**config.mk**
```make
export PLATFORM = sky130hd
export DESIGN_NAME = quad_correlator
export DESIGN_NICKNAME = d
export VERILOG_FILES = /design/src/hdl/corr_pkg.sv /design/src/hdl/quad_correlator.sv
export SDC_FILE = /design/constraint.sdc
export NUM_CORES = 2
export LEC_CHECK = 0
export BUFFER_PORTS_ARGS = -buffer_cell sky130_fd_sc_hd__buf_2
export CAP_MARGIN = 10
export CORE_MARGIN = 4
export CORE_UTILIZATION = 40
export DETAILED_ROUTE_END_ITERATION = 6
export MAX_ROUTING_LAYER = met4
export PLACE_DENSITY = 0.71
export SYNTH_ARGS = -nofsm -noshare
export SYNTH_HDL_FRONTEND = slang
export SYNTH_SLANG_ARGS = --single-unit
```
**constraint.sdc**
```tcl
create_clock -name sysclk_i -period 6.3 [get_ports sysclk_i]
set_clock_uncertainty 0.1 [all_clocks]
set_input_delay 0 -clock sysclk_i [delete_from_list [all_inputs] [get_ports sysclk_i]]
set_output_delay 0 -clock sysclk_i [all_outputs]
set_load 0.02 [all_outputs]
```
**src/hdl/corr_pkg.sv**
```systemverilog
package corr_pkg;

	////////////////////
	// Sample format
	////////////////////

	// Sixteen 3-bit signed samples per channel word, sample 0 in the low bits
	localparam int NSAMP = 16;
	localparam int SBITS = 3;
	localparam int NBITS = NSAMP * SBITS;

	// Delay sets evaluated per group
	localparam int NCORR = 4;

	typedef logic [NBITS-1:0] chan_word_t;

	// The three antenna channels of one group
	typedef struct packed {
		chan_word_t a;
		chan_word_t b;
		chan_word_t c;
	} ritc_group_t;

	// History windows of one group, oldest word in the lowest bits
	typedef struct packed {
		logic [2*NBITS-1:0] a_hist;
		logic [3*NBITS-1:0] b_hist;
		logic [4*NBITS-1:0] c_hist;
	} group_store_t;

	typedef logic [11:0] score_t;

	// Sample offsets into the B and C histories, A always starts at 0
	localparam int DELAY_B [NCORR] = '{30, 29, 29, 28};
	localparam int DELAY_C [NCORR] = '{42, 41, 40, 39};

	////////////////////
	// User bus
	////////////////////

	typedef struct packed {
		logic        wr;
		logic [10:0] addr;
		logic [31:0] wdata;
	} user_cmd_t;

	// Buffer word address is BUF_BASE + entry*4 + lane
	localparam logic [10:0] CTRL_ADDR = 11'h000;
	localparam logic [10:0] BUF_BASE  = 11'h400;

endpackage

```
**src/hdl/quad_correlator.sv**
```systemverilog
`timescale 1ns/100ps

module quad_correlator (
	input  logic                   sysclk_i,
	input  logic                   rst_i,
	input  corr_pkg::group_store_t store_i,
	output corr_pkg::score_t       max_o
);

	import corr_pkg::*;

	// Sixteen squares of at most (3 * -4)^2 each add up to no more than 2304
	localparam int SCORE_MAX = 2304;

	logic signed [4:0] pos_sum [NCORR][NSAMP];
	logic signed [9:0] pos_sq  [NCORR][NSAMP];
	logic [7:0]        sq_q    [NCORR][NSAMP];
	score_t            score_c [NCORR];
	score_t            score_q [NCORR];
	score_t            pair_q  [2];
	score_t            max_q;

	////////////////////
	// Stage 1
	////////////////////

	for (genvar k = 0; k < NCORR; k++) begin : g_set
		localparam int OFS_B = DELAY_B[k];
		localparam int OFS_C = DELAY_C[k];
		for (genvar i = 0; i < NSAMP; i++) begin : g_pos
			assign pos_sum[k][i] = $signed(store_i.a_hist[SBITS*i +: SBITS])
			                     + $signed(store_i.b_hist[SBITS*(OFS_B+i) +: SBITS])
			                     + $signed(store_i.c_hist[SBITS*(OFS_C+i) +: SBITS]);
			assign pos_sq[k][i] = pos_sum[k][i] * pos_sum[k][i];
		end
	end

	// A square never exceeds 144, so the low eight bits hold it
	always_ff @(posedge sysclk_i) begin
		for (int k = 0; k < NCORR; k++) begin
			for (int i = 0; i < NSAMP; i++) begin
				sq_q[k][i] <= pos_sq[k][i][7:0];
			end
		end
	end

	////////////////////
	// Stage 2
	////////////////////

	always_comb begin
		for (int k = 0; k < NCORR; k++) begin
			score_c[k] = '0;
			for (int i = 0; i < NSAMP; i++) begin
				score_c[k] = score_c[k] + {4'd0, sq_q[k][i]};
			end
		end
	end

	always_ff @(posedge sysclk_i) begin
		score_q <= score_c;
	end

	////////////////////
	// Stages 3 and 4
	////////////////////

	// Two-level max tree over the four registered scores
	always_ff @(posedge sysclk_i) begin
		if (rst_i) begin
			pair_q[0] <= '0;
			pair_q[1] <= '0;
			max_q     <= '0;
		end else begin
			pair_q[0] <= (score_q[0] > score_q[1]) ? score_q[0] : score_q[1];
			pair_q[1] <= (score_q[2] > score_q[3]) ? score_q[2] : score_q[3];
			max_q     <= (pair_q[0] > pair_q[1]) ? pair_q[0] : pair_q[1];
		end
	end

	assign max_o = max_q;

	// No score may exceed sixteen maximal squares
	for (genvar k = 0; k < NCORR; k++) begin : g_chk
		a_score_range : assert property (@(posedge sysclk_i) disable iff (rst_i)
			score_q[k] <= SCORE_MAX);
	end

endmodule

```
==> out/metrics.yaml <==
synth:
  ys_top_cells_by_area: "fa_1, ha_1, dfxtp_1"
  synth_top_cell_area_share_pct: 35.5
  ys_seq_area_share_pct: 16.0
  ys.flop_type: "dfxtp_1"
  avgSynthCellArea_um2: 10.4
  syn-cell-area_um2: 66700
  synth_commonest_cells: "inv_1, fa_1, ha_1"
  yosysUniqueCellTypes: 62
  yosysMostFrequentCell: "inv_1"
  synth_top_cell_by_area: "fa_1"
  synth_edf_count: 0
  syn_inst: 6424
  yosys_warnings: 0
  async_flop_share_pct: 0
  ys_seq_elements: 532
finish:
  nNetsFinal: 9317
  area_growth_pct: 10.6
  final_util_pct: 44.6
  drive_above_1_share_pct: 5.83
place:
  dp_slack_ps: 35.7
  place_congestion: 0.935
  dp_hpwl_um: 140000
  port_buffers: 172
hold_path:
  holdPathStages: 2
  min_from: "store_i[336]"
  hold_class: "in2reg"
  whs_endpoint: "sq_q[0][120]$_DFF_P_"
clocking:
  cts_root_buffer: "clkbuf_16"
  htree_levels: 3
  cts_sinks: 532
  clkTransAtPathRegs_ps: 60
  clockBufferDepth: 3
  tritoncts: "built"
  cts_buffers: 68
  insertion_delay_ps: 630
critical_path:
  r2r_end: "score_q[11]$_DFF_P_"
  regToRegStartpoint: "sq_q[3][115]$_DFF_P_"
  crit_path_end_kind: "flip-flop"
  cp.arrival_ps: 6500
  cp_data_required_time_ps: 6740
  critPathLaunch: "sq_q[3][115]$_DFF_P_"
  critPathLaunchType: "flip-flop"
  reg2regPathDepth: 20
  r2r_slack_ps: 240
  path_max_fanout: 4
  crit_type: "reg2reg"
route:
  drt_wl_total_um: 159000
  vias: 43400
  wl_per_cell_um: 17.6
  ant_nets: 0
  met1_length_um: 62600
  drt_iter0_markers: 1970
  route.detailed.drc: 0
  drtPass1Iterations: 5
  viasPerCell: 4.79
  routed-wl-met3_um: 5830
  maxUsedRoutingLayer: "met4"
  wl_met2_um: 79800
grt:
  grt_max_degree: 49
  grt-ovfl-total: 0
  track_usage_pct: 19.4
  grt_pass1_vias: 47800
  antenna_found_initial: 18
  grt_pass1_wl_um: 256000
timing:
  hold_ws_ps: 51.7
  setup_slack_ps: 241
  finalSetupViolations: 0
  worst_pin_slew_ps: 1140
  fmax_mhz: 165
  timing.slew.headroom_pct: 23.3
  period_needed_ps: 6060
  final-hold-violation-count: 0
  setup_tns_ps: 0
  finalCritPeriodShare_pct: 96.2
  report.final.slew_viol_count: 0
die:
  die_w_um: 416
  rows: 149
  fp.dieH_um: 416
  start_util_pct: 40.4
  fp.coreArea_um2: 165000
  die-area_um2: 173000
  ioPinCount: 446
outcome:
  status: "finished, final reports clean"
job:
  cap_violations: 0
cells in the final DEF, fill, tap and decap left out, types with 12 or more instances in the layout:
| cell type | synthesis | layout |
|---|---|---|
| xor2_1 | 147 | 147 |
| nor2_1 | 295 | 295 |
| buf_2 | 4 | 172 |
| nor3b_1 | 18 | 18 |
| nand3_1 | 31 | 31 |
| a22oi_1 | 12 | 12 |
| mux2i_1 | 28 | 28 |
| a21oi_1 | 195 | 192 |
| o21ai_0 | 27 | 27 |
| clkbuf_8 | 0 | 12 |
| xnor2_1 | 508 | 508 |
| nor2b_1 | 159 | 159 |
| conb_1 | 2 | 80 |
| and3_1 | 38 | 38 |
| a31oi_1 | 12 | 12 |
| fa_1 | 1185 | 1185 |
| diode_2 | 0 | 17 |
| nand2b_1 | 142 | 142 |
| nand4_1 | 36 | 36 |
| o2111ai_1 | 12 | 12 |
| a21o_1 | 165 | 165 |
| nor3_1 | 19 | 19 |
| nand2_1 | 214 | 214 |
| ha_1 | 898 | 896 |
| mux2_2 | 27 | 27 |
| and2_1 | 146 | 146 |
| inv_1 | 1373 | 1373 |
| clkbuf_16 | 0 | 70 |
| o311ai_1 | 12 | 12 |
| dfxtp_1 | 532 | 532 |
| or2_2 | 54 | 54 |
| a211oi_1 | 38 | 38 |
| dlygate4sd3_1 | 0 | 78 |
area by class of cell:
cell class              instances  area, µm²
fillers                     15200      91600
diodes                         17       42.5
clock inverters                31        442
flip-flops and latches        532      10700
inverters                    1373       5150
repair buffers                254       1670
multi-input cells            4571      51100
clock buffers                  88       1940
well taps                    2189       2740
repair_timing:
action,in CTS,in global routing
hold buffers,78,0
buffers inserted,0,1
gates resized for setup,0,6
hold endpoints to repair,124,0
setup endpoints to repair,0,2
sequential cells by signal, indices dropped and copies added, names as in the netlist:
signal	count
pair_q	24
sq_q	448
score_q	48
max_o	12
worst max path at each step:
stage | to | slack (ps) | cells after the start
global route | score_q[11]$_DFF_P_ | -5 | 20
global placement | score_q[11]$_DFF_P_ | 10 | 21
floorplan | score_q[11]$_DFF_P_ | 330 | 21
finish | score_q[11]$_DFF_P_ | 240 | 20
CTS | score_q[11]$_DFF_P_ | 0.2 | 21
detailed placement | score_q[11]$_DFF_P_ | 40 | 21
worst max-delay path, stage by stage (launching register included):
cell and delay [ps]:
dfxtp_1 360, ha_4 220, a21o_1 180, a21oi_2 160, xnor2_1 110, fa_1 500, inv_1 60, fa_1 510
fa_1 540, fa_1 550, inv_1 60, fa_1 530, inv_1 50, fa_1 530, inv_1 50, ha_1 340
nand3_1 100, o211ai_1 130, or4_4 450, a2111o_1 380, o211ai_1 90
logic make-up after synthesis:
group,synth area share [%]
simple gates,9.05
compound gates,5.19
flops,16.0
mux,0.875
buf+inv,7.90
other cells,0.0113
xor+xnor,8.63
fa+ha+maj,52.4
stage by stage:
| stage | cells | area, µm² |
|---|---|---|
| 4_1_cts | 9037 | 73700 |
| 5_1_grt | 9053 | 73800 |
| 2_1_floorplan | 6502 | 67000 |
| 3_3_place_gp | 8840 | 70500 |
| 3_5_place_dp | 8840 | 70500 |
| 6_report | 9055 | 73800 |
layer usage:
layer  vias to the layer above  global-route usage (%)
met5                         -                       -
met4                         0                    11.2
met3                       365                    1.84
met2                       828                    33.2
met1                     21600                    22.2
li1                      20600                       -
Power is left out: the tool's default activity adds up to more than one toggle a clock period on the data nets, which glitch-free logic cannot reach.
