$ cat config.mk
export PLATFORM = sky130hd
export DESIGN_NAME = ritc_input_storage
export DESIGN_NICKNAME = d
export VERILOG_FILES = /design/src/hdl/corr_pkg.sv /design/src/hdl/ritc_input_storage.sv
export SDC_FILE = /design/constraint.sdc
export NUM_CORES = 1
export LEC_CHECK = 0
export ABC_AREA = 1
export BUFFER_PORTS_ARGS = -buffer_cell sky130_fd_sc_hd__buf_4
export CAP_MARGIN = 15
export CORE_AREA = 3 3 227 229
export CTS_CLUSTER_DIAMETER = 50
export CTS_CLUSTER_SIZE = 8
export DETAILED_ROUTE_END_ITERATION = 12
export DIE_AREA = 0 0 230 232
export SKIP_CTS_REPAIR_TIMING = 1
export SLEW_MARGIN = 20
export SYNTH_ARGS = -nofsm -noshare
export SYNTH_HDL_FRONTEND = slang
export SYNTH_SLANG_ARGS = --single-unit
$ cat constraint.sdc
create_clock -name sysclk_i -period 0.8 [get_ports sysclk_i]
set_input_delay 0.12 -clock sysclk_i [delete_from_list [all_inputs] [get_ports sysclk_i]]
set_output_delay 0.12 -clock sysclk_i [all_outputs]
set_load 0.01 [all_outputs]
$ cat src/hdl/corr_pkg.sv
package corr_pkg;

	////////////////////
	// Sample format
	////////////////////

	// Sixteen 3-bit signed samples per channel word, sample 0 in the low bits
	localparam int NSAMP = 16;
	localparam int SBITS = 3;
	localparam int NBITS = NSAMP * SBITS;

	// Delay sets evaluated per group
	localparam int NCORR = 4;

	typedef logic [NBITS-1:0] chan_word_t;

	// The three antenna channels of one group
	typedef struct packed {
		chan_word_t a;
		chan_word_t b;
		chan_word_t c;
	} ritc_group_t;

	// History windows of one group, oldest word in the lowest bits
	typedef struct packed {
		logic [2*NBITS-1:0] a_hist;
		logic [3*NBITS-1:0] b_hist;
		logic [4*NBITS-1:0] c_hist;
	} group_store_t;

	typedef logic [11:0] score_t;

	// Sample offsets into the B and C histories, A always starts at 0
	localparam int DELAY_B [NCORR] = '{30, 29, 29, 28};
	localparam int DELAY_C [NCORR] = '{42, 41, 40, 39};

	////////////////////
	// User bus
	////////////////////

	typedef struct packed {
		logic        wr;
		logic [10:0] addr;
		logic [31:0] wdata;
	} user_cmd_t;

	// Buffer word address is BUF_BASE + entry*4 + lane
	localparam logic [10:0] CTRL_ADDR = 11'h000;
	localparam logic [10:0] BUF_BASE  = 11'h400;

endpackage

$ cat src/hdl/ritc_input_storage.sv
`timescale 1ns/100ps

module ritc_input_storage (
	input  logic                  sysclk_i,
	input  logic                  rst_i,
	input  corr_pkg::ritc_group_t  grp_i,
	output corr_pkg::group_store_t store_o
);

	import corr_pkg::*;

	logic [2*NBITS-1:0] a_hist;
	logic [3*NBITS-1:0] b_hist;
	logic [4*NBITS-1:0] c_hist;

	// New words enter at the top, so the oldest word sits in the low bits
	always_ff @(posedge sysclk_i) begin
		if (rst_i) begin
			a_hist <= '0;
			b_hist <= '0;
			c_hist <= '0;
		end else begin
			a_hist <= {grp_i.a, a_hist[2*NBITS-1:NBITS]};
			b_hist <= {grp_i.b, b_hist[3*NBITS-1:NBITS]};
			c_hist <= {grp_i.c, c_hist[4*NBITS-1:NBITS]};
		end
	end

	assign store_o.a_hist = a_hist;
	assign store_o.b_hist = b_hist;
	assign store_o.c_hist = c_hist;

endmodule

==> out/qor.csv, run 1 <==
metric;value;unit
vias;10800;
die_height;232;um
power_leakage;0.0113;uW
cpMaxStageDelayCell;dfxtp_4;
maxSlewHeadroom;77.6;%
routed_wl;42400;um
power.density;2280;nW/um^2
rsz0062_at_grt;yes;
area_growth;87.6;%
holdPathEnd;a_hist[22];
min_period;1.19;ns
rows;82;
dpl.hpwl;27900;um
critPathLaunchType;flop;
path_max_fanout;1;
avgRoutedWirePerCell;14.9;um
ys_ff_latch;432;
syn_nets;1490;
path_cells;buf_6;
fillers;4325;
cts_made_buffers;66;
power_frac_seq;43.8;%
grt-ovfl-total;0;
max_freq;0.842;GHz
htree_levels;3;
p_int;41000;uW
drtIter0Drc;286;
final_util;46.6;%
finalMaxSlewViolations;0;
path_delay_family;flip-flops;
cts_buffer_depth;3;
vdd_drop_max;1.43;mV
initial_core_util;24.9;%
critPathKind;flop to primary output;
core;49900;sq um
dieArea;53400;sq um
hp-start;rst_i;
placedCellCount;2582;
worst_slack;-0.388;ns
clk-insertion-delay-late;0.57;ns
net-switching-power;11900;uW
timing.rr.start;b_hist[54];
synth.yosys.seq_area_share;69.7;%
grt_first_pass_wirelength;52200;um
clock-sinks;432;
netlist_instances;1344;
status;finished with violations;
p_sw_share;22.5;%
pin_count;578;
cts_tree;yes;
final_nets;2310;
worst_setup_path_end_kind;primary output;
finalSetupViolations;597;
gp_congestion;0.867;
viasPerCell;3.80;
period_share;148;%
crit_arrival;1.07;ns
max_cap_viol_count;0;
p_clk_share;46.6;%
yosys_warnings;0;
synth.cell_area;12400;sq um
portBuffers;577;
final_hold_viol_count;0;
diodes;0;
clock-root-buffer;clkbuf_16;
r2r_end;b_hist[6];
failed_checks;negative setup slack;
ant_nets;0;
critPathMaxStageDelay;0.39;ns
r2r_slack;0.02;ns
drive_gt1_share;53.4;%
grt_pass1_vias;9530;
min_path_type;input pin to flop;
antenna_found_initial;2;
comb_power_share;9.5;%
die_x;230;um
hold_depth;3;
ys_types;5;
rr_worst_depth;4;
required;0.68;ns
grt_max_degree;32;
grtUsageTotal;12.7;%
worstMarginPinSlew;0.336;ns
crit_buf_inv;1;
drtPass1Iterations;4;
syn_avg_cell_area;9.23;sq um
whs;0.0447;ns
fin_cells;2848;
pre_cts_ws;-0.0657;ns
skew;0.0165;ns
drc;0;
path_clk_slew;0.05;ns
p_total;52900;uW
-- placed cells by master (no fill, tap or decap) --
cell type / netlist / layout
dfxtp_2: 0 / 415
inv_6: 0 / 2
clkinv_8: 0 / 3
dfxtp_4: 0 / 13
clkinvlp_4: 0 / 2
buf_4: 0 / 212
nor2_1: 432 / 431
buf_12: 0 / 8
buf_6: 43 / 434
inv_1: 432 / 431
bufinv_16: 0 / 1
dfxtp_1: 432 / 4
buf_8: 0 / 1
clkbuf_1: 0 / 2
nor2_4: 0 / 1
dlygate4sd3_1: 0 / 145
clkbuf_16: 0 / 68
clkinv_4: 0 / 1
inv_4: 0 / 1
clkbuf_8: 0 / 1
-- cells by family after synthesis --
group | count (synthesis) | share of synthesized area (%)
and+or+nand+nor | 432 | 13.1
DFF | 432 | 69.7
buffers and inverters | 480 | 17.2
-- tightest hold or removal path, cell delays in order --
cell and delay, ns:
buf_8 0.10, buf_4 0.23, nor2_1 0.12
-- flip-flops by register name (all words and copies together), names as in the netlist --
signal	cells
b_hist	144
a_hist	96
c_hist	192
-- power by group through the flow --
stage / registers, uW / logic (uW) / clock network [uW]
floorplan: 23600 / 1090 / 0
global placement: 23300 / 3680 / 0
detailed placement: 23300 / 3710 / 0
CTS: 22900 / 3730 / 25200
global route: 23300 / 5400 / 26200
finish: 23200 / 5040 / 24700
-- final cells by class --
class / count / area, sq um / area share [%]
multi-input cells: 432 / 1630 / 7.00
well taps: 672 / 841 / 3.62
flip-flops and latches: 432 / 9220 / 39.6
clock buffers: 71 / 1720 / 7.41
repair buffers: 800 / 8110 / 34.8
inverters: 432 / 1620 / 6.98
clock inverters: 9 / 120 / 0.516
-- worst max path at each step --
stage | slack [ns] | startpoint | end | cells after the start
2_1_floorplan | 0.14 | rst_i | a_hist[0] | 4
3_3_place_gp | -0.04 | b_hist[54] | b_hist[6] | 3
3_5_place_dp | -0.07 | b_hist[54] | b_hist[6] | 3
4_1_cts | -0.55 | c_hist[93] | store_o[93] | 1
5_1_grt | -0.44 | b_hist[5] | store_o[197] | 1
6_report | -0.39 | b_hist[5] | store_o[197] | 1
-- cells in the mapped netlist, drive strengths merged --
library cell  count  area (sq um)
dfxtp           432          8650
inv             432          1620
nor2            432          1620
buf              48           509
-- through the flow --
stage          setup TNS [ns]  area, sq um
3_5_place_dp           -0.561        17500
2_1_floorplan               0        12400
3_3_place_gp           -0.135        17500
5_1_grt               -177.58        23300
6_report              -153.30        23300
4_1_cts               -171.57        19300
-- per-layer routing --
| layer | global-route usage (%) | wire (um) | vias up |
|---|---|---|---|
| li1 | - | - | 5232 |
| met3 | 5.69 | 3900 | 104 |
| met1 | 13.1 | 15000 | 4993 |
| met5 | 0 | 13 | - |
| met2 | 22.0 | 21800 | 485 |
| met4 | 5.96 | 1700 | 2 |
No activity file was read; power rests on OpenSTA's default activity.
==> inputs of run 2 (changes only) <==
--- a/config.mk
+++ b/config.mk
@@ -11,3 +11,3 @@
 export CORE_AREA = 3 3 227 229
-export CTS_CLUSTER_DIAMETER = 50
+export CTS_CLUSTER_DIAMETER = 120
 export CTS_CLUSTER_SIZE = 8
==> constraint.sdc (replaced) <==
create_clock -name sysclk_i -period 0.8 [get_ports sysclk_i]
set_input_delay 0.04 -clock sysclk_i [delete_from_list [all_inputs] [get_ports sysclk_i]]
set_output_delay 0.04 -clock sysclk_i [all_outputs]
set_load 0.01 [all_outputs]
==> run 2 against run 1 <==
Against the previous run:
- the flow still finishes with violations (negative setup slack)
- utilization decreased by 0.56 points
- clock power decreased by 13%
- first-iteration DRC count increased by 1.4%
- critical endpoint is now store_o[198]
- largest power group is now sequential cells
- highest routed layer unchanged
==> out/qor.csv, run 2 (synthesized netlist as in run 1, its figures left out) <==
metric;value;unit
cts_buffer_depth;3;
ant_nets;0;
final_cell_mix;inv_1, nor2_1, buf_6;
dieArea;53400;sq um
finalMaxSlewViolations;0;
area_growth;85.3;%
worst_setup_path_end_kind;primary output;
htree_levels;2;
avgRoutedWirePerCell;14.7;um
grt_pass1_vias;9502;
pin_count;578;
worst_slack;-0.325;ns
viasPerCell;3.75;
power_leakage;0.0111;uW
vias;10600;
grtUsageTotal;12.6;%
clk-insertion-delay-late;0.57;ns
path_max_fanout;1;
crit_arrival;1.08;ns
clock-sinks;432;
maxSlewHeadroom;72.6;%
antenna_found_initial;3;
drive_gt1_share;53.3;%
min_period;1.12;ns
gp_congestion;0.862;
grt-ovfl-total;0;
required;0.76;ns
failed_checks;negative setup slack;
vdd_drop_max;1.93;mV
core;49900;sq um
worstMarginPinSlew;0.409;ns
drtPass1Iterations;7;
die_x;230;um
routed_wl;41800;um
finalSetupViolations;841;
cpMaxStageDelayCell;dfxtp_4;
max_freq;0.889;GHz
final_hold_viol_count;0;
path_cells;buf_6;
critPathMaxStageDelay;0.38;ns
initial_core_util;24.9;%
whs;0.220;ns
crit_buf_inv;1;
min_path_type;input pin to flop;
final_nets;2309;
grt_max_degree;31;
rsz0062_at_grt;yes;
drc;0;
portBuffers;577;
critPathLaunchType;flop;
setup_tns;-166.51;ns
period_share;141;%
grt_first_pass_wirelength;52700;um
cts_made_buffers;59;
skew;0.0146;ns
reg_top3;c_hist (192), b_hist (144), a_hist (96);
max_flop_register;c_hist;
path_clk_slew;0.05;ns
power.density;2160;nW/um^2
p_total;49700;uW
rows;82;
path_delay_family;flip-flops;
clock-root-buffer;clkbuf_16;
dpl.hpwl;28200;um
max_cap_viol_count;0;
drtIter0Drc;290;
die_height;232;um
largest_register_ffs;192;
status;finished with violations;
critPathKind;flop to primary output;
cts_tree;yes;
-- run 2: cell types whose count changed in the layout (fill, tap and decap cells not counted), moves of 2 or more --
cell,before,now
buf_4,212,220
buf_6,434,432
clkbuf_1,2,0
clkbuf_16,68,61
clkinv_8,3,0
clkinvlp_4,2,0
dfxtp_1,4,2
diode_2,0,2
inv_6,2,0
-- run 2: power breakdown --
part           leakage, uW  switching [uW]  internal [uW]
clock             0.000752            8290          13100
sequential         0.00372             611          22600
combinational      0.00667            2060           2990
total               0.0111           11000          38700
-- run 2: cell type report --
cell class	instances	area, sq um
Antenna cell	2	5.00
Clock buffer	61	1530
Fill cell	4383	26900
Inverter	432	1620
Multi-Input combinational cell	432	1620
Sequential cell	432	9220
Tap cell	672	841
Timing Repair Buffer	806	8140
-- run 2: metrics by stage --
stage / area [sq um] / util [%] / instances / setup slack (ns)
after global placement: 17500 / 35.0 / 2584 / 0.0444
after detailed placement: 17500 / 35.0 / 2584 / -0.0106
after global routing: 23000 / 46.1 / 2837 / -0.386
after CTS: 19000 / 38.1 / 2645 / -0.539
after floorplan: 12400 / - / 1344 / 0.220
final: 23000 / 46.1 / 2837 / -0.325
-- run 2: tightest hold or removal path: stages --
cell	delay, ns
dlygate4sd3_1	0.52
buf_4	0.10
inv_1	0.03
nor2_1	0.07
-- run 2: path summary, 6_finish.rpt --
kind / end / startpoint / cells after the start / slack, ns
worst max-delay path: store_o[198] / b_hist[6] / 1 / -0.32
worst min register to register: c_hist[4] / c_hist[52] / 2 / 0.41
worst max register to register: c_hist[20] / c_hist[68] / 3 / 0.11
worst min-delay path: b_hist[142] / grp_i[94] / 4 / 0.22
-- run 2: routing by layer --
| layer | part of all wire (%) | wire, um | global-route usage (%) | up-vias |
|---|---|---|---|---|
| li1 | - | - | - | 5230 |
| met1 | 36 | 15000 | 13.5 | 4862 |
| met2 | 52 | 21700 | 22.3 | 459 |
| met3 | 9.3 | 3870 | 5.46 | 82 |
| met4 | 2.9 | 1210 | 4.07 | 2 |
| met5 | 0.031 | 13 | 0 | - |
