===== src/hdl/corr_pkg.sv =====
package corr_pkg;

	////////////////////
	// Sample format
	////////////////////

	// Sixteen 3-bit signed samples per channel word, sample 0 in the low bits
	localparam int NSAMP = 16;
	localparam int SBITS = 3;
	localparam int NBITS = NSAMP * SBITS;

	// Delay sets evaluated per group
	localparam int NCORR = 4;

	typedef logic [NBITS-1:0] chan_word_t;

	// The three antenna channels of one group
	typedef struct packed {
		chan_word_t a;
		chan_word_t b;
		chan_word_t c;
	} ritc_group_t;

	// History windows of one group, oldest word in the lowest bits
	typedef struct packed {
		logic [2*NBITS-1:0] a_hist;
		logic [3*NBITS-1:0] b_hist;
		logic [4*NBITS-1:0] c_hist;
	} group_store_t;

	typedef logic [11:0] score_t;

	// Sample offsets into the B and C histories, A always starts at 0
	localparam int DELAY_B [NCORR] = '{30, 29, 29, 28};
	localparam int DELAY_C [NCORR] = '{42, 41, 40, 39};

	////////////////////
	// User bus
	////////////////////

	typedef struct packed {
		logic        wr;
		logic [10:0] addr;
		logic [31:0] wdata;
	} user_cmd_t;

	// Buffer word address is BUF_BASE + entry*4 + lane
	localparam logic [10:0] CTRL_ADDR = 11'h000;
	localparam logic [10:0] BUF_BASE  = 11'h400;

endpackage


===== src/hdl/user_bus_slave.sv =====
`timescale 1ns/100ps

module user_bus_slave #(
	parameter int CAP_DEPTH = 64
) (
	input  logic                         sysclk_i,
	input  logic                         rst_i,
	input  logic                         user_req_i,
	input  corr_pkg::user_cmd_t          user_cmd_i,
	output logic                         user_ack_o,
	output logic [31:0]                  user_rdata_o,
	output logic                         trig_o,
	output logic                         clear_o,
	input  logic                         done_i,
	input  logic                         sync_latch_i,
	output logic [$clog2(CAP_DEPTH)-1:0] rd_entry_o,
	output logic [1:0]                   rd_lane_o,
	input  logic [31:0]                  rd_data_i
);

	import corr_pkg::*;

	localparam int AW = $clog2(CAP_DEPTH);

	localparam logic [2:0] S_IDLE = 3'd0;
	localparam logic [2:0] S_CMD  = 3'd1;
	localparam logic [2:0] S_BUFW = 3'd2;
	localparam logic [2:0] S_RESP = 3'd3;
	localparam logic [2:0] S_ACK  = 3'd4;
	localparam logic [2:0] S_DROP = 3'd5;

	logic [2:0]  state;
	user_cmd_t   cmd_q;
	logic        ack_q;
	logic [31:0] rdata_q;
	logic [10:0] buf_ofs;
	logic        is_ctrl;
	logic        is_buf;
	logic [31:0] status;

	// Address decode of the latched command
	assign buf_ofs = cmd_q.addr - BUF_BASE;
	assign is_ctrl = (cmd_q.addr == CTRL_ADDR);
	assign is_buf  = (cmd_q.addr >= BUF_BASE) && (buf_ofs < CAP_DEPTH * 4);
	assign status  = {28'd0, sync_latch_i, 1'b0, done_i, 1'b0};

	// Buffer address stays stable from the latched command
	assign rd_entry_o = buf_ofs[2 +: AW];
	assign rd_lane_o  = buf_ofs[1:0];

	always_ff @(posedge sysclk_i) begin
		if (rst_i) begin
			state   <= S_IDLE;
			ack_q   <= 1'b0;
			trig_o  <= 1'b0;
			clear_o <= 1'b0;
		end else begin
			trig_o  <= 1'b0;
			clear_o <= 1'b0;
			case (state)
				S_IDLE: begin
					if (user_req_i)
						state <= S_CMD;
				end
				S_CMD: begin
					if (is_buf && !cmd_q.wr) begin
						state <= S_BUFW;
					end else begin
						if (is_ctrl && cmd_q.wr) begin
							trig_o  <= cmd_q.wdata[0];
							clear_o <= cmd_q.wdata[2];
						end
						state <= S_RESP;
					end
				end
				S_BUFW: state <= S_RESP;
				S_RESP: begin
					ack_q <= 1'b1;
					state <= S_ACK;
				end
				S_ACK: begin
					if (!user_req_i)
						state <= S_DROP;
				end
				default: begin
					ack_q <= 1'b0;
					state <= S_IDLE;
				end
			endcase
		end
	end

	// The command is latched with the request and the read data before ack rises
	always_ff @(posedge sysclk_i) begin
		if (state == S_IDLE && user_req_i)
			cmd_q <= user_cmd_i;
		if (state == S_CMD)
			rdata_q <= (is_ctrl && !cmd_q.wr) ? status : 32'd0;
		else if (state == S_BUFW)
			rdata_q <= rd_data_i;
	end

	assign user_ack_o   = ack_q;
	assign user_rdata_o = rdata_q;

	a_ack_needs_req : assert property (@(posedge sysclk_i) disable iff (rst_i)
		$rose(user_ack_o) |-> $past(user_req_i));

endmodule


===== config.mk =====
export PLATFORM = sky130hd
export DESIGN_NAME = user_bus_slave
export DESIGN_NICKNAME = d
export VERILOG_FILES = /design/src/hdl/corr_pkg.sv /design/src/hdl/user_bus_slave.sv
export SDC_FILE = /design/constraint.sdc
export NUM_CORES = 1
export LEC_CHECK = 0
export BUFFER_PORTS_ARGS = -buffer_cell sky130_fd_sc_hd__buf_4
export CAP_MARGIN = 15
export CORE_ASPECT_RATIO = 1.1
export CORE_UTILIZATION = 35
export CTS_CLUSTER_DIAMETER = 80
export DETAILED_ROUTE_END_ITERATION = 10
export PLACE_DENSITY = 0.67
export REMOVE_ABC_BUFFERS = 1
export SYNTH_ARGS = -nofsm -noshare
export SYNTH_HDL_FRONTEND = slang
export SYNTH_SLANG_ARGS = --single-unit

===== constraint.sdc =====
create_clock -name sysclk_i -period 3.42 [get_ports sysclk_i]
set_input_delay 0.855 -clock sysclk_i [delete_from_list [all_inputs] [get_ports sysclk_i]]
set_output_delay 0.855 -clock sysclk_i [all_outputs]
set_load 0.1 [all_outputs]

==> results of run 1 <==
[power breakdown]
part,total [mW],leakage (nW),switching (mW),internal (mW)
Combinational,1.52,0.613,1.25,0.273
Clock,0.320,0.0399,0.177,0.143
Sequential,0.990,0.491,0.0636,0.926
Total,2.83,1.14,1.49,1.34
[final cells by class]
type	count	area [um2]
Timing Repair Buffer	95	713
Tap cell	75	93.8
Multi-Input combinational cell	59	400
Clock buffer	7	76.3
Sequential cell	52	1500
Fill cell	512	2660
Inverter	5	18.8
Clock inverter	1	3.75
[worst max-delay path by stage]
stage          slack [ns]                             end  depth (start not counted)                   from
2_1_floorplan        0.62              cmd_q[0]$_DFFE_PP_                          1             user_req_i
3_3_place_gp         1.51  user_rdata_o[28]$_SDFFCE_PP0N_                          3  state[0]$_SDFFE_PP0P_
3_5_place_dp         1.48  user_rdata_o[30]$_SDFFCE_PP0N_                          3  state[0]$_SDFFE_PP0P_
4_1_cts              1.47  user_rdata_o[30]$_SDFFCE_PP0N_                          3  state[0]$_SDFFE_PP0P_
5_1_grt              1.38  user_rdata_o[30]$_SDFFCE_PP0N_                          3  state[0]$_SDFFE_PP0P_
6_report             1.51  user_rdata_o[30]$_SDFFCE_PP0N_                          3  state[0]$_SDFFE_PP0P_
[per-layer routing]
metal  global-route usage  wire, um  vias to the layer above
li1                     -         -                      627
met1                0.129      1330                      563
met2                0.219      1790                       78
met3               0.0583       463                        2
met4               0.0346         9                        0
met5                    0         0                        -
[cells by family after synthesis]
logic type	synth area share
DFF	0.749
and+or+nand+nor	0.160
buffers and inverters	0.0581
AOI/OAI and AO/OA	0.0287
xor gates and xnor gates	0.00437
[flip-flops by register name, summed over array words and instances, names as in the netlist]
register and cells:
cmd_q 14, trig_o 1, clear_o 1, user_rdata_o 32, user_ack_o 1, state 3
[stage by stage]
stage	instance area, um2	worst slack (ns)	hold slack (ns)	std cells	util
3_3_place_gp	2730	1.51	0.451	286	0.499
6_report	2810	1.51	0.456	294	0.514
2_1_floorplan	1910	0.616	0.475	116	-
5_1_grt	2810	1.38	0.501	294	0.514
3_5_place_dp	2730	1.48	0.449	286	0.499
4_1_cts	2810	1.47	0.461	294	0.514
[cell usage after synthesis (all sizes together)]
cell type | number | area, um2
edfxtp | 46 | 1380
nor2b | 25 | 156
buf | 13 | 97.6
dfxtp | 6 | 120
and2b | 5 | 37.5
inv | 5 | 18.8
nor3 | 5 | 25.0
nand2 | 4 | 15.0
a21oi | 3 | 18.8
nand4 | 2 | 12.5
nor2 | 2 | 7.51
nor4 | 2 | 12.5
o21ai | 2 | 10.0
o22ai | 2 | 12.5
nand3b | 1 | 7.51
nor3b | 1 | 18.8
nor4b | 1 | 8.76
o41ai | 1 | 16.3
or3b | 1 | 8.76
or4b | 1 | 10.0
xnor2 | 1 | 8.76
[worst max-delay path, cell delays in order (launching register included)]
cell	delay, ns
dfxtp_1	0.47
nor3b_4	0.80
buf_4	0.33
nor2b_1	0.07
[layout by cell type, fill, tap and decap left out, drive strengths merged, types with 3 or more instances in the layout]
| cell type | instances |
|---|---|
| nor2b | 25 |
| edfxtp | 46 |
| clkbuf | 7 |
| and2b | 5 |
| a21oi | 3 |
| dfxtp | 6 |
| inv | 5 |
| nor3 | 5 |
| nand2 | 4 |
| buf | 95 |
==> flow_metrics.env, run 1 <==
export IMPL_startpoint_type="register"
export IMPL_drv_slew=0
export IMPL_timing_final_crit_period_ns=1.91
export IMPL_power_density_mw_per_mm2=1010
export IMPL_ys_warnings_count=0
export IMPL_core_area_mm2=0.00547
export IMPL_htreeDepth=2
export IMPL_hp_class="register to register"
export IMPL_grt_overflow_total=0
export IMPL_finalSetupViolations=0
export IMPL_cts_hold_buf=0
export IMPL_wirelength_mm=3.60
export IMPL_min_path_cells=2
export IMPL_avgViaCountPerCell=4.32
export IMPL_die_x_um=74.2
export IMPL_ant_nets=0
export IMPL_crit_type="register to register"
export IMPL_cts_root_buf="clkbuf_8"
export IMPL_r2r_end="user_rdata_o[30]$_SDFFCE_PP0N_"
export IMPL_die_area_mm2=0.00603
export IMPL_finalCritPeriodShare=0.558
export IMPL_cap_viol_max_count=0
export IMPL_syn_cell_area_mm2=0.00200
export IMPL_cts_buffers=5
export IMPL_pin_count=124
export IMPL_rr_worst_depth=3
export IMPL_run_status="finished clean"
export IMPL_arrival_ns=1.96
export IMPL_cts_tree="yes"
export IMPL_finalClockSkew_ns=0.00717
export IMPL_fin_nets=299
export IMPL_grt_max_degree=33
export IMPL_finalHoldViolCount=0
export IMPL_drc_errors=0
export IMPL_cts_setup_buffers=0
export IMPL_tightestPinTransition_ns=0.891
export IMPL_rsz0062_at_grt="no"
export IMPL_crit_required_ns=3.47
export IMPL_cts_buffer_depth=2
export IMPL_insertedDiodeCount=0
export IMPL_hold_path_startpoint="user_ack_o$_SDFFE_PP0N_"
export IMPL_dr_first_iter_drc_count=69
export IMPL_max_freq_ghz=0.524
export IMPL_power_leakage_nw=1.14
export IMPL_r2r_slack_ns=1.51
export IMPL_peakVddDrop_uv=365
export IMPL_syn_inst=129
export IMPL_cp_end_kind="register"
export IMPL_ys_seq_area_frac=0.749
export IMPL_avgSynthCellArea_um2=15.5
export IMPL_fin_tns_setup_ns=0
export IMPL_clkSinkCount=52
export IMPL_place_hpwl_mm=2.64
export IMPL_initial_core_util=0.367
export IMPL_relSlewSlack=0.406
export IMPL_grt_pass1_wl_mm=5.47
export IMPL_first_global_vias=1276
export IMPL_clk_latency_ns=0.29
export IMPL_gp_congestion=0.723
export IMPL_grtUsageTotal=0.123
export IMPL_yosys_register_bits=52
export IMPL_timing_rr_start="state[0]$_SDFFE_PP0P_"
export IMPL_cts_clk_slew_worst_paths_ns=0.09
export IMPL_layout_drive_gt1_share=0.484
export IMPL_critPathMaxFanout=24
export IMPL_area_delta_synth_final_pct=40.1
export IMPL_antenna_found_initial=0
export IMPL_ctsResizeCount=0
export IMPL_fp_dieH_um=81.4
export IMPL_vias=1270
export IMPL_avgRoutedWirePerCell_um=12.2
export IMPL_first_pass_iters=4
export IMPL_holdPathEnd="user_ack_o$_SDFFE_PP0N_"
export IMPL_ys_types=24
export IMPL_io_buffers=93
export IMPL_rows=28
export IMPL_power_mw=2.83
(Power assumes the default switching activity.)
==> run 2, diff against run 1 <==
ABC_AREA = 1   (was not set)
clock period = 2 ns   (was 3.42 ns; I/O delays follow)
==> flow_metrics.env, run 2 <==
export IMPL_ant_nets=0
export IMPL_ys_warnings_count=0
export IMPL_avgViaCountPerCell=4.11
export IMPL_drv_slew=0
export IMPL_netlist_area_leader_share=0.672
export IMPL_rsz0062_at_grt="no"
export IMPL_largest_reg_flops=32
export IMPL_grt_pass1_wl_mm=5.57
export IMPL_fp_dieH_um=82.4
export IMPL_cts_hold_buf=0
export IMPL_cts_setup_buffers=0
export IMPL_async_flop_share=0
export IMPL_finalHoldViolCount=0
export IMPL_run_status="finished clean"
export IMPL_area_delta_synth_final_pct=40.4
export IMPL_first_pass_iters=4
export IMPL_nFillCells=542
export IMPL_vias=1404
export IMPL_crit_required_ns=2.01
export IMPL_cp_end_kind="register"
export IMPL_p_sw_mw=1.73
export IMPL_grtUsageTotal=0.125
export IMPL_clk_latency_ns=0.30
export IMPL_startpoint_type="register"
export IMPL_cts_buffers=5
export IMPL_pwr_share_comb=0.444
export IMPL_place_hpwl_mm=2.91
export IMPL_synth_compound_area_frac=0.0116
export IMPL_synth_edf_count=46
export IMPL_layout_drive_gt1_share=0.408
export IMPL_arrival_ns=1.55
export IMPL_ctsResizeCount=0
export IMPL_preCtsSetupSlack_ns=0.458
export IMPL_synthTopCellsByArea="edfxtp_1 67%, nand2_1 7.9%, inv_1 7.1%"
export IMPL_synth_fa_ha_area_frac=0
export IMPL_max_freq_ghz=0.650
export IMPL_placed_area_mm2=0.00279
export IMPL_syn_inst=174
export IMPL_gp_congestion=0.713
export IMPL_fin_tns_setup_ns=0
export IMPL_initial_core_util=0.371
export IMPL_timing_final_crit_period_ns=1.54
export IMPL_insertedDiodeCount=0
export IMPL_final_cell_mix="96 x buf_4, 46 x edfxtp_1, 43 x nand2_1"
export IMPL_finalCritPeriodShare=0.769
export IMPL_pwr_share_seq=0.397
export IMPL_grt_overflow_total=0
export IMPL_rows=28
export IMPL_cap_viol_max_count=0
export IMPL_hp_class="primary input to register"
export IMPL_fin_nets=347
export IMPL_crit_type="register to register"
export IMPL_power_leakage_nw=1.43
export IMPL_clkSinkCount=52
export IMPL_relSlewSlack=0.788
export IMPL_synth_top_family_by_area="simple AND/OR/NAND/NOR gates"
export IMPL_clock_power_share=0.159
export IMPL_io_buffers=93
export IMPL_tightestPinTransition_ns=0.317
export IMPL_cts_clk_slew_worst_paths_ns=0.09
export IMPL_die_x_um=75.1
export IMPL_avgSynthCellArea_um2=11.8
export IMPL_finalClockSkew_ns=0.00611
export IMPL_avgRoutedWirePerCell_um=10.9
export IMPL_synthMuxAreaShare=0
export IMPL_mostFrequentLayoutCell="buf_4"
export IMPL_ys_types=16
export IMPL_design_area_mm2=0.00289
export IMPL_cts_root_buf="clkbuf_8"
export IMPL_wirelength_mm=3.72
export IMPL_synth_common_cells="46 x edfxtp_1, 43 x nand2_1, 39 x inv_1, 14 x nor2_1, 9 x buf_4"
export IMPL_whs_ns=0.349
export IMPL_core_area_mm2=0.00554
export IMPL_first_global_vias=1332
export IMPL_grt_max_degree=28
export IMPL_pin_count=124
export IMPL_switching_share=0.465
export IMPL_internal_power_mw=1.99
export IMPL_drc_errors=0
export IMPL_synth_xor_area_frac=0
export IMPL_synth_simple_area_share=0.136
export IMPL_worst_slack_ns=0.462
export IMPL_dr_first_iter_drc_count=24
export IMPL_yosys_area_top_type="edfxtp_1"
export IMPL_r2r_slack_ns=0.46
export IMPL_peakVddDrop_uv=504
export IMPL_finalSetupViolations=0
export IMPL_ys_seq_area_frac=0.730
export IMPL_utilization=0.521
export IMPL_power_density_mw_per_mm2=1290
export IMPL_syn_cell_area_mm2=0.00206
export IMPL_cts_tree="yes"
export IMPL_htreeDepth=2
export IMPL_die_area_mm2=0.00618
export IMPL_cts_buffer_depth=2
export IMPL_antenna_found_initial=0
export IMPL_synthFlopType="edfxtp_1"
export IMPL_yosys_register_bits=52
export IMPL_critPathMaxFanout=27
export IMPL_synth_most_common_cell="edfxtp_1"
[run 2: cell types whose count changed in the layout (fill, tap and decap cells not counted), sizes merged, moves of 3 or more]
| cell | change |
|---|---|
| nor2 | +12 |
| nand2 | +39 |
| nor3 | -4 |
| and2b | -5 |
| nand3 | +3 |
| inv | +35 |
| nor2b | -25 |
[run 2: path summary, 6_finish.rpt]
check	startpoint	end	cells after the start
worst max register to register	state[0]$_SDFFE_PP0P_	user_rdata_o[29]$_SDFFCE_PP0N_	3
worst max-delay path	state[0]$_SDFFE_PP0P_	user_rdata_o[29]$_SDFFCE_PP0N_	3
worst min-delay path	rst_i	state[1]$_SDFFE_PP0P_	2
worst min register to register	cmd_q[2]$_DFFE_PP_	clear_o$_SDFF_PP0_	2
[run 2: power groups by stage]
stage	clock [mW]	sequential, mW	combinational [mW]
4_1_cts	0.621	1.48	1.67
3_5_place_dp	0	1.51	1.67
3_3_place_gp	0	1.50	1.66
6_report	0.593	1.48	1.65
2_1_floorplan	0	2.58	0.191
5_1_grt	0.646	1.50	1.73
[run 2: worst max-delay path, stage by stage, from the launching register on]
cell and delay, ns:
dfxtp_1 0.51, nand3_4 0.19, nand2_1 0.30, buf_12 0.23
[run 2: layout make-up]
type                            instances  area, um2  area share
Multi-Input combinational cell         70        308       0.107
Clock buffer                            5       68.8      0.0238
Tap cell                               75       93.8      0.0325
Inverter                               40        150      0.0520
Timing Repair Buffer                   97        741       0.257
Sequential cell                        52       1500       0.520
Clock inverter                          3       23.8     0.00824
[run 2: through the flow]
stage / instances / total power [mW]
2_1_floorplan: 162 / 2.77
3_3_place_gp: 334 / 3.16
3_5_place_dp: 334 / 3.17
4_1_cts: 342 / 3.77
5_1_grt: 342 / 3.88
6_report: 342 / 3.73
[run 2: logic make-up (layout without fill, tap and decap cells)]
group / Yosys count / count (layout)
and+or+nand+nor: 66 / 66
DFF: 52 / 52
buffers and inverters: 52 / 145
AOI/OAI and AO/OA: 4 / 4
[run 2: metal layers]
metal,wire length (um),share of wire,GRT usage,up-vias
li1,-,-,-,717
met1,1340,0.36,0.128,610
met2,1910,0.51,0.223,73
met3,432,0.12,0.0607,4
met4,36,0.0097,0.0396,0
met5,0,0,0,-
==> run 3, diff against run 2 <==
PLACE_DENSITY = 0.7   (was 0.67)
clock period = 1.4 ns   (was 2 ns; I/O delays follow)
==> flow_metrics.env, run 3 (synthesis results as in run 2) <==
export IMPL_run_status="finished clean"
export IMPL_p_sw_mw=2.43
export IMPL_cp_cell_sequence="buf_4"
export IMPL_arrival_ns=0.96
export IMPL_mostFrequentLayoutCell="buf_4"
export IMPL_tightestPinTransition_ns=0.286
export IMPL_utilization=0.532
export IMPL_io_buffers=93
export IMPL_nFillCells=522
export IMPL_grt_pass1_wl_mm=5.47
export IMPL_timing_rr_start="state[1]$_SDFFE_PP0P_"
export IMPL_r2r_end="user_rdata_o[18]$_SDFFCE_PP0N_"
export IMPL_placed_area_mm2=0.00283
export IMPL_antenna_found_initial=0
export IMPL_switching_share=0.439
export IMPL_core_area_mm2=0.00554
export IMPL_hp_class="primary input to register"
export IMPL_cts_buffers=5
export IMPL_design_area_mm2=0.00295
export IMPL_power_leakage_nw=1.46
export IMPL_slowest_stage="edfxtp_1"
export IMPL_min_path_cells=2
export IMPL_peakVddDrop_uv=749
export IMPL_rsz0062_at_grt="no"
export IMPL_finalSetupViolations=0
export IMPL_crit_buf_inv=1
export IMPL_preCtsSetupSlack_ns=0.0682
export IMPL_critPathMaxStageDelay_ns=0.37
export IMPL_ant_nets=0
export IMPL_drv_slew=0
export IMPL_hold_path_startpoint="rst_i"
export IMPL_crit_type="register to primary output"
export IMPL_grt_max_degree=22
export IMPL_place_hpwl_mm=2.92
export IMPL_pwr_share_seq=0.381
export IMPL_clock_power_share=0.184
export IMPL_drc_errors=0
export IMPL_startpoint_type="register"
export IMPL_avgViaCountPerCell=4.10
export IMPL_rr_worst_depth=5
export IMPL_critPathMaxFanout=2
export IMPL_final_cell_mix="98 x buf_4, 46 x edfxtp_1, 43 x nand2_1"
export IMPL_layout_drive_gt1_share=0.415
export IMPL_cts_hold_buf=0
export IMPL_holdPathEnd="state[1]$_SDFFE_PP0P_"
export IMPL_first_pass_iters=4
export IMPL_area_delta_synth_final_pct=43.3
export IMPL_initial_core_util=0.371
export IMPL_finalHoldViolCount=0
export IMPL_fp_dieH_um=82.4
export IMPL_vias=1413
export IMPL_htreeDepth=2
export IMPL_cts_root_buf="clkbuf_8"
export IMPL_pwr_share_comb=0.435
export IMPL_insertedDiodeCount=0
export IMPL_power_mw=5.54
export IMPL_gp_congestion=0.747
export IMPL_clkSinkCount=52
export IMPL_r2r_slack_ns=0.16
export IMPL_relSlewSlack=0.811
export IMPL_finalCritPeriodShare=0.938
export IMPL_pin_count=124
export IMPL_worst_slack_ns=0.0874
export IMPL_grt_overflow_total=0
export IMPL_largest_reg_flops=32
export IMPL_critPathTopFamily="flip-flops"
export IMPL_grtUsageTotal=0.122
export IMPL_avgRoutedWirePerCell_um=10.6
export IMPL_power_density_mw_per_mm2=1880
export IMPL_first_global_vias=1384
export IMPL_die_area_mm2=0.00618
export IMPL_rows=28
export IMPL_cap_viol_max_count=0
export IMPL_max_freq_ghz=0.762
export IMPL_grt_busiest_layer="met2"
export IMPL_whs_ns=0.206
export IMPL_die_x_um=75.1
export IMPL_cts_tree="yes"
export IMPL_met2_usage=0.225
export IMPL_dr_first_iter_drc_count=29
export IMPL_cp_end_kind="primary output"
export IMPL_wirelength_mm=3.66
export IMPL_grtUsageMet3=0.0643
export IMPL_fin_nets=350
export IMPL_timing_final_crit_period_ns=1.31
export IMPL_crit_required_ns=1.05
export IMPL_clk_latency_ns=0.30
export IMPL_cts_buffer_depth=2
export IMPL_grt_use_met1=0.113
export IMPL_finalClockSkew_ns=0.0101
export IMPL_cts_clk_slew_worst_paths_ns=0.09
export IMPL_internal_power_mw=3.10
export IMPL_startpoint="cmd_q[35]$_DFFE_PP_"
## run 3: cell count changes in the layout (fill, tap and decap cells not counted), sizes merged
cell	before	now
clkinvlp	2	0
clkbuf	5	6
bufinv	0	1
buf	97	100
## run 3: power groups by stage
stage               combinational [mW]  clock (mW)  sequential, mW
floorplan                        0.273           0            3.69
global placement                  2.41           0            2.14
detailed placement                2.43           0            2.15
CTS                               2.43        1.05            2.11
global route                      2.52        1.10            2.15
finish                            2.41        1.02            2.11
## run 3: how the worst max path moves through the flow
stage                                                end  slack [ns]  cells past startpoint
after floorplan            user_rdata_o[0]$_SDFFCE_PP0N_       -0.50                      2
after global placement    user_rdata_o[18]$_SDFFCE_PP0N_         0.1                      3
after detailed placement  user_rdata_o[18]$_SDFFCE_PP0N_        0.07                      3
after CTS                 user_rdata_o[10]$_SDFFCE_PP0N_        0.05                      3
after global routing                        rd_lane_o[1]        0.04                      1
final                                      rd_entry_o[1]        0.09                      1
## run 3: metal layers
layer,routed length [um],vias to the layer above
met5,0,-
met2,1910,68
met4,24,0
li1,-,723
met1,1330,620
met3,401,2
## run 3: through the flow
stage	cells	TNS (ns)
2_1_floorplan	162	-23.29
3_3_place_gp	337	0
3_5_place_dp	337	0
4_1_cts	345	0
5_1_grt	345	0
6_report	345	0
## run 3: timing repair
item | 4_1_cts | 5_1_grt
buffers inserted | 0 | 0
endpoints found under the setup margin | 0 | 9
resized for setup | 0 | 1
## run 3: area by class of cell
cell class | count | area [um2] | area share
Inverter | 40 | 150 | 0.0510
Timing Repair Buffer | 100 | 776 | 0.263
Clock buffer | 6 | 82.6 | 0.0280
Clock inverter | 2 | 33.8 | 0.0115
Tap cell | 75 | 93.8 | 0.0318
Sequential cell | 52 | 1500 | 0.510
Multi-Input combinational cell | 70 | 308 | 0.104
